<file path="src/hdl/mem_sys_pkg.sv">
// Shared sizes and types for the fetch and memory front end
// Memory bus command and access size enums
// Memory word union, request, response and fetch output structs

package mem_sys_pkg;

    //////////////////////////////
    // Sizes
    //////////////////////////////
    localparam int XLEN         = 32;
    localparam int MEM_TAG_W    = 4;   // Tag 0 means not accepted
    localparam int BLOCK_OFF_W  = 3;   // 8-byte blocks
    localparam int ICACHE_LINES = 32;
    localparam int ICACHE_IDX_W = 5;
    localparam int ICACHE_TAG_W = XLEN - ICACHE_IDX_W - BLOCK_OFF_W;

    //////////////////////////////
    // Bus encodings
    //////////////////////////////
    typedef enum logic [1:0] {
        BUS_NONE  = 2'h0,
        BUS_LOAD  = 2'h1,
        BUS_STORE = 2'h2
    } bus_command_t;

    typedef enum logic [1:0] {
        BYTE   = 2'h0,
        HALF   = 2'h1,
        WORD   = 2'h2,
        DOUBLE = 2'h3
    } mem_size_t;

    // One memory word, seen whole or as two instructions
    typedef union packed {
        logic [63:0]           dword;
        logic [1:0][XLEN-1:0]  inst;   // inst[0] at the lower address
    } mem_word_t;

    //////////////////////////////
    // Bundles
    //////////////////////////////
    typedef struct packed {
        bus_command_t    command;
        logic [XLEN-1:0] addr;
        mem_word_t       data;   // Store data
        mem_size_t       size;
    } mem_req_t;

    typedef struct packed {
        logic [MEM_TAG_W-1:0] response;   // Accept tag for this cycle's request
        logic [MEM_TAG_W-1:0] tag;        // Ticket of the returning load
        mem_word_t            data;
    } mem_rsp_t;

    typedef struct packed {
        logic            valid;
        logic [XLEN-1:0] pc;
        logic [XLEN-1:0] inst;
    } fetch_out_t;

endpackage

</file>
<file path="src/hdl/fetch_unit.sv">
// Fetch sequencing
// Program counter with redirect, stall and advance on a delivered instruction

`timescale 1ns/1ps

module fetch_unit (
    input  logic                          clock,
    input  logic                          rst_n,
    input  logic                          stall,           // Holds the PC
    input  logic                          redirect_valid,  // One-cycle pulse
    input  logic [mem_sys_pkg::XLEN-1:0]  redirect_pc,
    input  mem_sys_pkg::fetch_out_t       fetch,           // From the icache
    output logic [mem_sys_pkg::XLEN-1:0]  pc
);
    import mem_sys_pkg::*;

    logic [XLEN-1:0] pc_next;
    logic            advance;

    // Only move on once the current instruction was delivered
    assign advance = fetch.valid && !stall;

    //////////////////////////////
    // Next PC
    //////////////////////////////
    always_comb begin
        if (redirect_valid) begin
            pc_next = redirect_pc;       // Redirect wins over everything
        end else if (advance) begin
            pc_next = pc + XLEN'(4);
        end else begin
            pc_next = pc;                // Miss or stall
        end
    end

    always_ff @(posedge clock or negedge rst_n) begin
        if (!rst_n) begin
            pc <= '0;
        end else begin
            pc <= pc_next;
        end
    end

    //////////////////////////////
    // Checks
    //////////////////////////////
    // An aligned PC stays aligned unless a misaligned target is loaded
    a_pc_aligned: assert property (
        @(posedge clock) disable iff (!rst_n)
        (pc[1:0] == 2'b00 && (!redirect_valid || redirect_pc[1:0] == 2'b00))
            |=> (pc[1:0] == 2'b00)
    ) else $error("fetch_unit: PC lost 4-byte alignment");

endmodule

</file>
<file path="src/hdl/icache.sv">
// Direct-mapped instruction cache with 8-byte blocks
// Valid, tag and data arrays, combinational hit path
// Miss request with ticket tracking and fill on the matching return tag

`timescale 1ns/1ps

module icache (
    input  logic                          clock,
    input  logic                          rst_n,
    input  logic [mem_sys_pkg::XLEN-1:0]  pc,
    input  mem_sys_pkg::mem_rsp_t         mem_rsp,   // Arbiter copy of the response
    output mem_sys_pkg::mem_req_t         mem_req,
    output mem_sys_pkg::fetch_out_t       fetch
);
    import mem_sys_pkg::*;

    // PC fields
    logic [ICACHE_TAG_W-1:0] pc_tag;
    logic [ICACHE_IDX_W-1:0] pc_idx;
    logic                    word_sel;   // Which half of the block

    // Line storage
    logic [ICACHE_LINES-1:0] valid_q;
    logic [ICACHE_TAG_W-1:0] tag_mem [ICACHE_LINES];
    mem_word_t               data_mem [ICACHE_LINES];

    // Outstanding miss
    logic                    pending_q;
    logic [MEM_TAG_W-1:0]    ticket_q;
    logic [XLEN-1:0]         miss_addr_q;   // Block address of the miss

    logic                    hit;
    logic                    accepted;
    logic                    fill;
    logic [ICACHE_IDX_W-1:0] fill_idx;
    logic [ICACHE_TAG_W-1:0] fill_tag;

    assign pc_tag   = pc[XLEN-1 -: ICACHE_TAG_W];
    assign pc_idx   = pc[BLOCK_OFF_W +: ICACHE_IDX_W];
    assign word_sel = pc[2];

    assign fill_tag = miss_addr_q[XLEN-1 -: ICACHE_TAG_W];
    assign fill_idx = miss_addr_q[BLOCK_OFF_W +: ICACHE_IDX_W];

    //////////////////////////////
    // Lookup
    //////////////////////////////
    assign hit = valid_q[pc_idx] && (tag_mem[pc_idx] == pc_tag);

    always_comb begin
        fetch.valid = hit;
        fetch.pc    = pc;
        fetch.inst  = data_mem[pc_idx].inst[word_sel];
    end

    //////////////////////////////
    // Miss request
    //////////////////////////////
    always_comb begin
        mem_req.command = BUS_NONE;
        mem_req.addr    = '0;
        mem_req.data    = '0;                // Loads carry no data
        mem_req.size    = DOUBLE;
        if (!hit && !pending_q) begin
            mem_req.command = BUS_LOAD;
            mem_req.addr    = {pc[XLEN-1:BLOCK_OFF_W], {BLOCK_OFF_W{1'b0}}};
        end
    end

    // Nonzero accept tag becomes the ticket
    assign accepted = (mem_req.command != BUS_NONE) && (mem_rsp.response != '0);
    assign fill     = pending_q && (mem_rsp.tag == ticket_q);

    always_ff @(posedge clock or negedge rst_n) begin
        if (!rst_n) begin
            valid_q   <= '0;
            pending_q <= 1'b0;
            ticket_q  <= '0;
        end else if (fill) begin
            valid_q[fill_idx] <= 1'b1;
            pending_q         <= 1'b0;
            ticket_q          <= '0;
        end else if (accepted) begin
            pending_q <= 1'b1;
            ticket_q  <= mem_rsp.response;
        end
    end

    // Arrays and miss address
    always_ff @(posedge clock) begin
        if (accepted) begin
            miss_addr_q <= mem_req.addr;
        end
        if (fill) begin
            tag_mem[fill_idx]  <= fill_tag;
            data_mem[fill_idx] <= mem_rsp.data;
        end
    end

    //////////////////////////////
    // Checks
    //////////////////////////////
    // A held ticket is the memory's accept tag, never zero
    a_ticket_nonzero: assert property (
        @(posedge clock) disable iff (!rst_n)
        pending_q |-> (ticket_q != '0)
    ) else $error("icache: held ticket is zero");

    a_no_req_while_pending: assert property (
        @(posedge clock) disable iff (!rst_n)
        pending_q |-> (mem_req.command == BUS_NONE)
    ) else $error("icache: request issued while a ticket is held");

endmodule

</file>
<file path="src/hdl/cache_arbiter.sv">
// Memory port arbiter between instruction and data caches
// Data side has fixed priority, losing side sees a zero accept tag

`timescale 1ns/1ps

module cache_arbiter (
    input  mem_sys_pkg::mem_req_t  icache_req,
    input  mem_sys_pkg::mem_req_t  dcache_req,
    input  mem_sys_pkg::mem_rsp_t  mem_rsp,
    output mem_sys_pkg::mem_req_t  mem_req,
    output mem_sys_pkg::mem_rsp_t  icache_rsp,
    output mem_sys_pkg::mem_rsp_t  dcache_rsp
);
    import mem_sys_pkg::*;

    logic dcache_active;

    assign dcache_active = (dcache_req.command != BUS_NONE);

    //////////////////////////////
    // Request select
    //////////////////////////////
    always_comb begin
        if (dcache_active) begin
            mem_req.command    = dcache_req.command;
            mem_req.addr       = dcache_req.addr;
            mem_req.data.dword = dcache_req.data.dword;   // Store data forwarded whole
            mem_req.size       = dcache_req.size;
        end else begin
            mem_req = icache_req;                         // Load or idle
        end
    end

    //////////////////////////////
    // Response gating
    //////////////////////////////
    // Return tag and data go to both sides, each matches its own ticket
    always_comb begin
        icache_rsp = mem_rsp;
        dcache_rsp = mem_rsp;
        if (dcache_active) begin
            icache_rsp.response = '0;   // Refused, icache retries
        end else begin
            dcache_rsp.response = '0;
        end
    end

    //////////////////////////////
    // Checks
    //////////////////////////////
    // Data side owns the port whenever it is active
    always_comb begin
        if (dcache_active) begin
            a_dcache_owns_port: assert (mem_req == dcache_req)
                else $error("cache_arbiter: dcache request not on the memory port");
        end
    end

endmodule

</file>
<file path="src/hdl/fetch_mem_top.sv">
// Top level of the fetch and memory front end
// Fetch unit, instruction cache and memory port arbiter

`timescale 1ns/1ps

module fetch_mem_top (
    input  logic                          clock,
    input  logic                          rst_n,
    input  logic                          stall,
    input  logic                          redirect_valid,
    input  logic [mem_sys_pkg::XLEN-1:0]  redirect_pc,
    input  mem_sys_pkg::mem_req_t         dcache_req,
    input  mem_sys_pkg::mem_rsp_t         mem_rsp,
    output mem_sys_pkg::mem_req_t         mem_req,
    output mem_sys_pkg::mem_rsp_t         dcache_rsp,
    output mem_sys_pkg::fetch_out_t       fetch
);
    import mem_sys_pkg::*;

    logic [XLEN-1:0] pc;
    mem_req_t        icache_req;
    mem_rsp_t        icache_rsp;   // Accept tag gated by the arbiter

    fetch_unit u_fetch (
        .clock          (clock),
        .rst_n          (rst_n),
        .stall          (stall),
        .redirect_valid (redirect_valid),
        .redirect_pc    (redirect_pc),
        .fetch          (fetch),          // Fed back to advance the PC
        .pc             (pc)
    );

    icache u_icache (.clock(clock), .rst_n(rst_n), .pc(pc), .mem_rsp(icache_rsp),
                     .mem_req(icache_req), .fetch(fetch));

    cache_arbiter u_arbiter (.icache_req(icache_req), .dcache_req(dcache_req),
                             .mem_rsp(mem_rsp), .mem_req(mem_req),
                             .icache_rsp(icache_rsp), .dcache_rsp(dcache_rsp));

endmodule

</file>
<file path="config.mk">
export PLATFORM = sky130hd
export DESIGN_NAME = fetch_mem_top
export DESIGN_NICKNAME = d
export VERILOG_FILES = /design/src/hdl/mem_sys_pkg.sv /design/src/hdl/fetch_unit.sv /design/src/hdl/icache.sv /design/src/hdl/cache_arbiter.sv /design/src/hdl/fetch_mem_top.sv
export SDC_FILE = /design/constraint.sdc
export NUM_CORES = 2
export LEC_CHECK = 0
export CAP_MARGIN = 20
export CORE_MARGIN = 4
export CORE_UTILIZATION = 49
export DETAILED_ROUTE_END_ITERATION = 8
export DONT_BUFFER_PORTS = 1
export PLACE_DENSITY = 0.71
export REMOVE_ABC_BUFFERS = 1
export SLEW_MARGIN = 30
export SYNTH_ARGS = -nofsm -noshare
export SYNTH_HDL_FRONTEND = slang
export SYNTH_SLANG_ARGS = --single-unit
export TNS_END_PERCENT = 50
</file>
<file path="constraint.sdc">
create_clock -name clock -period 14.01 [get_ports clock]
set_clock_uncertainty 0.1 [all_clocks]
set_input_delay 0 -clock clock [delete_from_list [all_inputs] [get_ports clock]]
set_output_delay 0 -clock clock [all_outputs]
set_load 0.1 [all_outputs]
</file>
* Word level (Yosys, flattened, before mapping)
Memory sizes are Yosys's and may differ from the RTL's.
Cells that the tools add are included.
W data, S select, Z words.
** Storage, ports and cells
- Flip-flop bits (word level) :: 101
- Memory bits (writable) :: 2816
- Input port bits :: 208
- Output and inout bits :: 237
- Memories :: 2
** Cells by class
- Add/subtract/negate cells :: 1
- $lt $le $gt $ge :: 4
- Eq/ne operators :: 2
- Multiplexer cells :: 18
- Bitwise operators :: 1
- Reductions and logical operators :: 14
** Memories
- u_icache.data_mem :: depth 32, width 64, rd ports 1, clocked after memory_dff 0, wr ports 1, line icache.sv:25 : mem_word_t data_mem [ICACHE_LINES];
- u_icache.tag_mem :: depth 32, width 24, rd ports 1, clocked after memory_dff 0, wr ports 1, line icache.sv:24 : logic [ICACHE_TAG_W-1:0] tag_mem [ICACHE_LINES];
** Operators by type and width (number)
- $mux W32 :: 4
- $mux W100 :: 1
- $mux W33 :: 1
- $add A32 B3 Y32 const B :: 1
- $or A32 B32 Y32 :: 1
- $eq A24 B24 Y1 :: 1
- $mux W4 :: 4
- $lt A5 B6 Y1 const B :: 2
- $reduce_bool A2 Y1 :: 4
- $logic_and A1 B1 Y1 :: 6
- $mux W1 :: 6
- $bmux W1 S5 :: 1
- $demux W1 S5 :: 1
- $ge A5 B1 Y1 const B :: 1
- $eq A4 B4 Y1 :: 1
- $reduce_bool A4 Y1 :: 1
- $logic_not A1 Y1 :: 3
- $lt A1 B2 Y1 const B :: 1

* Depth between registers and ports, before layout
- Depth after elaboration :: 10
- Depth in mapped cells :: 19
- Gate-level depth less buffers :: 10

* Cells and area by module
A second synthesis with hierarchy kept.
** Second synthesis, totals
- Cell total of the unflattened synthesis :: 4994
- Area, all modules :: 115069.1 um^2
** By module, submodules not included
- icache :: times used 1, cells each 4526, area each 110735.0 um^2, sequential area each 86357.8 um^2
- cache_arbiter :: times used 1, cells each 258, area each 2442.3 um^2, sequential area each 0.0 um^2
- fetch_unit :: times used 1, cells each 210, area each 1891.8 um^2, sequential area each 800.8 um^2

* Worst setup path before layout
OpenSTA, ideal clock, no wires.
- Kind :: register -> register
- Start point :: reg u_icache.ticket_q[3]
- End point :: reg u_icache.valid_q[12]
- Arrival time :: 5.506 ns
- Required time :: 13.822 ns
- Slack :: 8.316 ns
- Stages on the path, launching flop included :: 8
- Buffers on the path :: 1
- Cells stage by stage :: dfrtp_1 xor2_1 nor3_1 nand3_1 or3_1 clkbuf_1 nor2_1 or2_2
** Between the ends
- Longest elaborated chain between the ends :: 2
** RTL lines
- from (decl) :: line icache.sv:29 : logic [MEM_TAG_W-1:0] ticket_q;
- from (signal assigned) :: line icache.sv:85 : ticket_q <= mem_rsp.response;
- $eq A4 B4 Y1 :: line icache.sv:72 : assign fill = pending_q && (mem_rsp.tag == ticket_q);
- $logic_and A1 B1 Y1 :: line icache.sv:72
- to (signal assigned) :: line icache.sv:76 : valid_q <= '0;
- to (signal, indexed assignment) :: line icache.sv:80 : valid_q[fill_idx] <= 1'b1;
- to (decl) :: line icache.sv:23 : logic [ICACHE_LINES-1:0] valid_q;
Every way passes these cells.
A chain may end at the register's enable or synchronous reset.

==> out/metrics.csv <==
metric,value,unit
measured slew at the worst slew-check pin,1.05,ns
Netlist cell types,81,
YS warnings,0,
initial antenna violation count,24,
Tcrit/Tclk final,55.6,%
clk slew on worst S/H paths,0.06,ns
FF-to-FF setup slack,6.40,ns
Power Density,149,nW/um^2
CTS tree,yes,
clock latency on the worst-skew pair,0.94,ns
Critical R2R Capture,u_icache.pending_q$_DFFE_PN0P_,
Final Net Count,5511,
Via-to-Cell Ratio,6.49,
WL/cell,34.7,um
Die Ht,488,um
RSZ-0062 raised after global routing,false,
hold path depth,2,
first-pass iteration count of the detailed router,6,
Slew HR,30.0,%
worst reg2reg path startpoint,u_fetch.pc[3]$_DFFE_PN0P_,
largest family of logic cells by synthesized area,multiplexers,
Max Cap Violations,0,
startpoint type of the worst setup path,flip-flop,
Post-synth EDFFs,2845,
"Setup violations, final",0,
Worst VDD drop,0.000112,V
fraction of the mapped netlist area in adder cells,0.0111,%
postcts setup bufs,0,
vias in the first global route,55800,
ANT nets after route,0,
largest net degree at the start of global routing,139,
mux contribution to synthesized area,17.8,%
die width,488,um
Mapped Cells,4858,
worst setup margin,6.21,ns
detailed router's first-iteration violation count,7910,
fraction of registers with async set/reset,2.37,%
# DRC,0,
leak pwr,41.5,nW
CP Data Required Time,13.91,ns
Post-DP HPWL,139000,um
root buf cell,clkbuf_16,
Port Buffers,0,
global-route usage over all layers,24.8,%
# rows,176,
worst reg-to-reg path cell count,15,
complex-gate fraction of the synthesized area,1.30,%
GP Congestion,0.831,
post-synth design cell area,113000,um^2
Util after Layout,56.9,%
Final min period,7.80,ns
share of cells above drive strength 1,31.2,%
Critical Path End Type,primary output,
status,"complete, no violations",
final hold vios,0,
Die Area,239000,um^2
# IOs,445,
CTS Buffer Depth,4,
CP arrival,7.70,ns
Achievable Freq,128,MHz
HP Start,mem_rsp[63],
Placeable Area,230000,um^2
register area share after synthesis,77.1,%
Crit Path Max Fanout,42,
synth-to-layout area growth,15.6,%
placed instance area,118000,um^2
dpl ws,6.94,ns
first-pass GRT wire length,421000,um
total gr overflow,0,
prevailing post-synth register cell,edfxtp_1,
via count,55600,
count of pins over their slew limit,0,
Yosys reg bits,2914,
Simple-Gate Fraction of Synth Area,2.05,%
Worst Hold Class,input pin to flip-flop,
WS Path Type,flip-flop to primary output,
H-tree depth,5,
CTS Sinks,2914,
Initial Utilization,49.2,%
Num CTS Buffers,310,
Synth Area in XOR/XNOR,0.178,%
Hold Path Sink,u_icache.data_mem[18][63]$_DFFE_PP_,
mean post-synth cell area,23.3,um^2
"Design Area, Final",131000,um^2
final wirelength,297000,um
==> worst max path at each step <==
| stage | startpoint | endpoint | slack, ns | cells after the start |
|---|---|---|---|---|
| after floorplan | u_fetch.pc[3]$_DFFE_PN0P_ | u_icache.miss_addr_q[10]$_DFFE_PP_ | -18.58 | 9 |
| after global placement | u_fetch.pc[3]$_DFFE_PN0P_ | u_icache.miss_addr_q[21]$_DFFE_PP_ | 6.97 | 13 |
| after detailed placement | u_fetch.pc[3]$_DFFE_PN0P_ | u_icache.miss_addr_q[18]$_DFFE_PP_ | 6.94 | 13 |
| after CTS | u_fetch.pc[3]$_DFFE_PN0P_ | fetch[64] | 6.03 | 12 |
| after global routing | u_fetch.pc[3]$_DFFE_PN0P_ | fetch[64] | 5.60 | 12 |
| final | u_fetch.pc[3]$_DFFE_PN0P_ | fetch[64] | 6.21 | 12 |
==> where the power goes <==
group	total [mW]	switching (mW)	internal (mW)
clock network	7.65	3.24	4.41
registers	9.76	0.0991	9.66
logic	2.01	1.29	0.718
total	19.4	4.63	14.8
==> metrics by stage <==
| stage | hold slack (ns) | total power [mW] | instances | TNS (ns) |
|---|---|---|---|---|
| after floorplan | -0.396 | 12.1 | 4529 | -2781.14 |
| after global routing | 0.0352 | 20.0 | 8552 | 0 |
| final | 0.0534 | 19.4 | 8557 | 0 |
| after global placement | -0.393 | 11.6 | 7670 | 0 |
| after detailed placement | -0.394 | 11.7 | 7691 | 0 |
| after CTS | 0.00145 | 19.5 | 8532 | 0 |
==> worst max-delay path: stages, from the launching register on <==
cell and delay (ns):
dfrtp_4 0.91, buf_4 0.55, buf_4 0.71, buf_4 0.80, mux4_2 0.59, mux2i_1 0.18
o22ai_1 0.10, a211o_1 0.37, xnor2_1 0.33, nand4_1 0.22, nor4_4 0.55, nand2_2 0.56
inv_1 0.83
==> Yosys cell counts (22+ instances only) <==
| master | count | share of area, % |
|---|---|---|
| buf_1 | 48 | 0.16 |
| o21ai_0 | 25 | 0.11 |
| nor2b_1 | 82 | 0.45 |
| mux2_2 | 42 | 0.42 |
| a22oi_1 | 22 | 0.15 |
| edfxtp_1 | 2845 | 76 |
| or2_2 | 36 | 0.20 |
| o22ai_1 | 23 | 0.13 |
| buf_2 | 22 | 0.097 |
| and2_1 | 37 | 0.20 |
| mux2i_1 | 91 | 0.81 |
| nand2_1 | 51 | 0.17 |
| mux4_2 | 833 | 17 |
| clkbuf_1 | 162 | 0.54 |
| dfrtp_1 | 69 | 1.5 |
| nand4_1 | 25 | 0.14 |
| buf_4 | 75 | 0.50 |
| nor2_1 | 71 | 0.24 |
==> flip-flops by register name, summed over array words and instances, names as in the netlist <==
register	cells
u_icache.data_mem	2048
u_icache.pending_q	1
u_icache.tag_mem	768
u_fetch.pc	32
u_icache.ticket_q	4
u_icache.miss_addr_q	29
u_icache.valid_q	32
==> kinds of logic after synthesis <==
kind of cell             count (synthesis)
AO/OA/AOI/OAI                          200
XOR/XNOR                                23
adder cells (fa/ha/maj)                  1
buffers and inverters                  341
flip-flops                            2914
multiplexers                           966
AND/OR/NAND/NOR                        413
==> area by class of cell <==
type                       instances  area [um^2]
clock buffer                     382         8100
timing repair buffer             461         5430
sequential                      2914        87200
antenna                            8         20.0
inverter                          12         52.6
multi-input combinational       1603        24900
fill                           16300        99200
tap                             3026         3790
clock inverter                   151         1220
==> per-layer routing <==
layer	global-route usage (%)	routed length (um)	vias up
met4	7.32	8890	14
met3	5.55	31500	576
met1	35.9	114000	29900
met2	38.3	142000	3496
met5	0	92	-
li1	-	-	21600
==> repair_timing <==
action,CTS,global route
hold buffers,308,0
resized for setup,0,0
setup endpoints to repair,0,0
hold endpoints to repair,2252,0
==> placed cells by master (no fill, tap or decap), types with 11 or more instances in the layout <==
cell           Yosys  final
a21oi_1           19     19
or2_2             36     36
o221ai_1          12     12
xor2_1            13     13
o22ai_1           23     23
dlygate4sd3_1      0    188
buf_16             0     27
buf_12             0     74
nor3_1            14     14
clkinv_2           0     44
dfrtp_1           69     57
nand2_1           51     51
clkinvlp_4         0     11
mux2i_1           91     91
nand3_1           21     21
mux4_2           833    833
nand4_1           25     25
a22oi_1           22     22
edfxtp_1        2845   2845
buf_4             75     83
bufinv_16          0     17
a31oi_1           17     17
buf_6             16     28
or3_1             20     20
nor2_1            71     37
clkbuf_16          0    313
nor2b_4            0     69
o21ai_0           25     25
clkinv_1           2     66
mux2_2            42     42
buf_2             22     52
and2_1            37     36
clkbuf_1         162     68
nor2_4             0     33
Power figures use the tool's default switching activity.
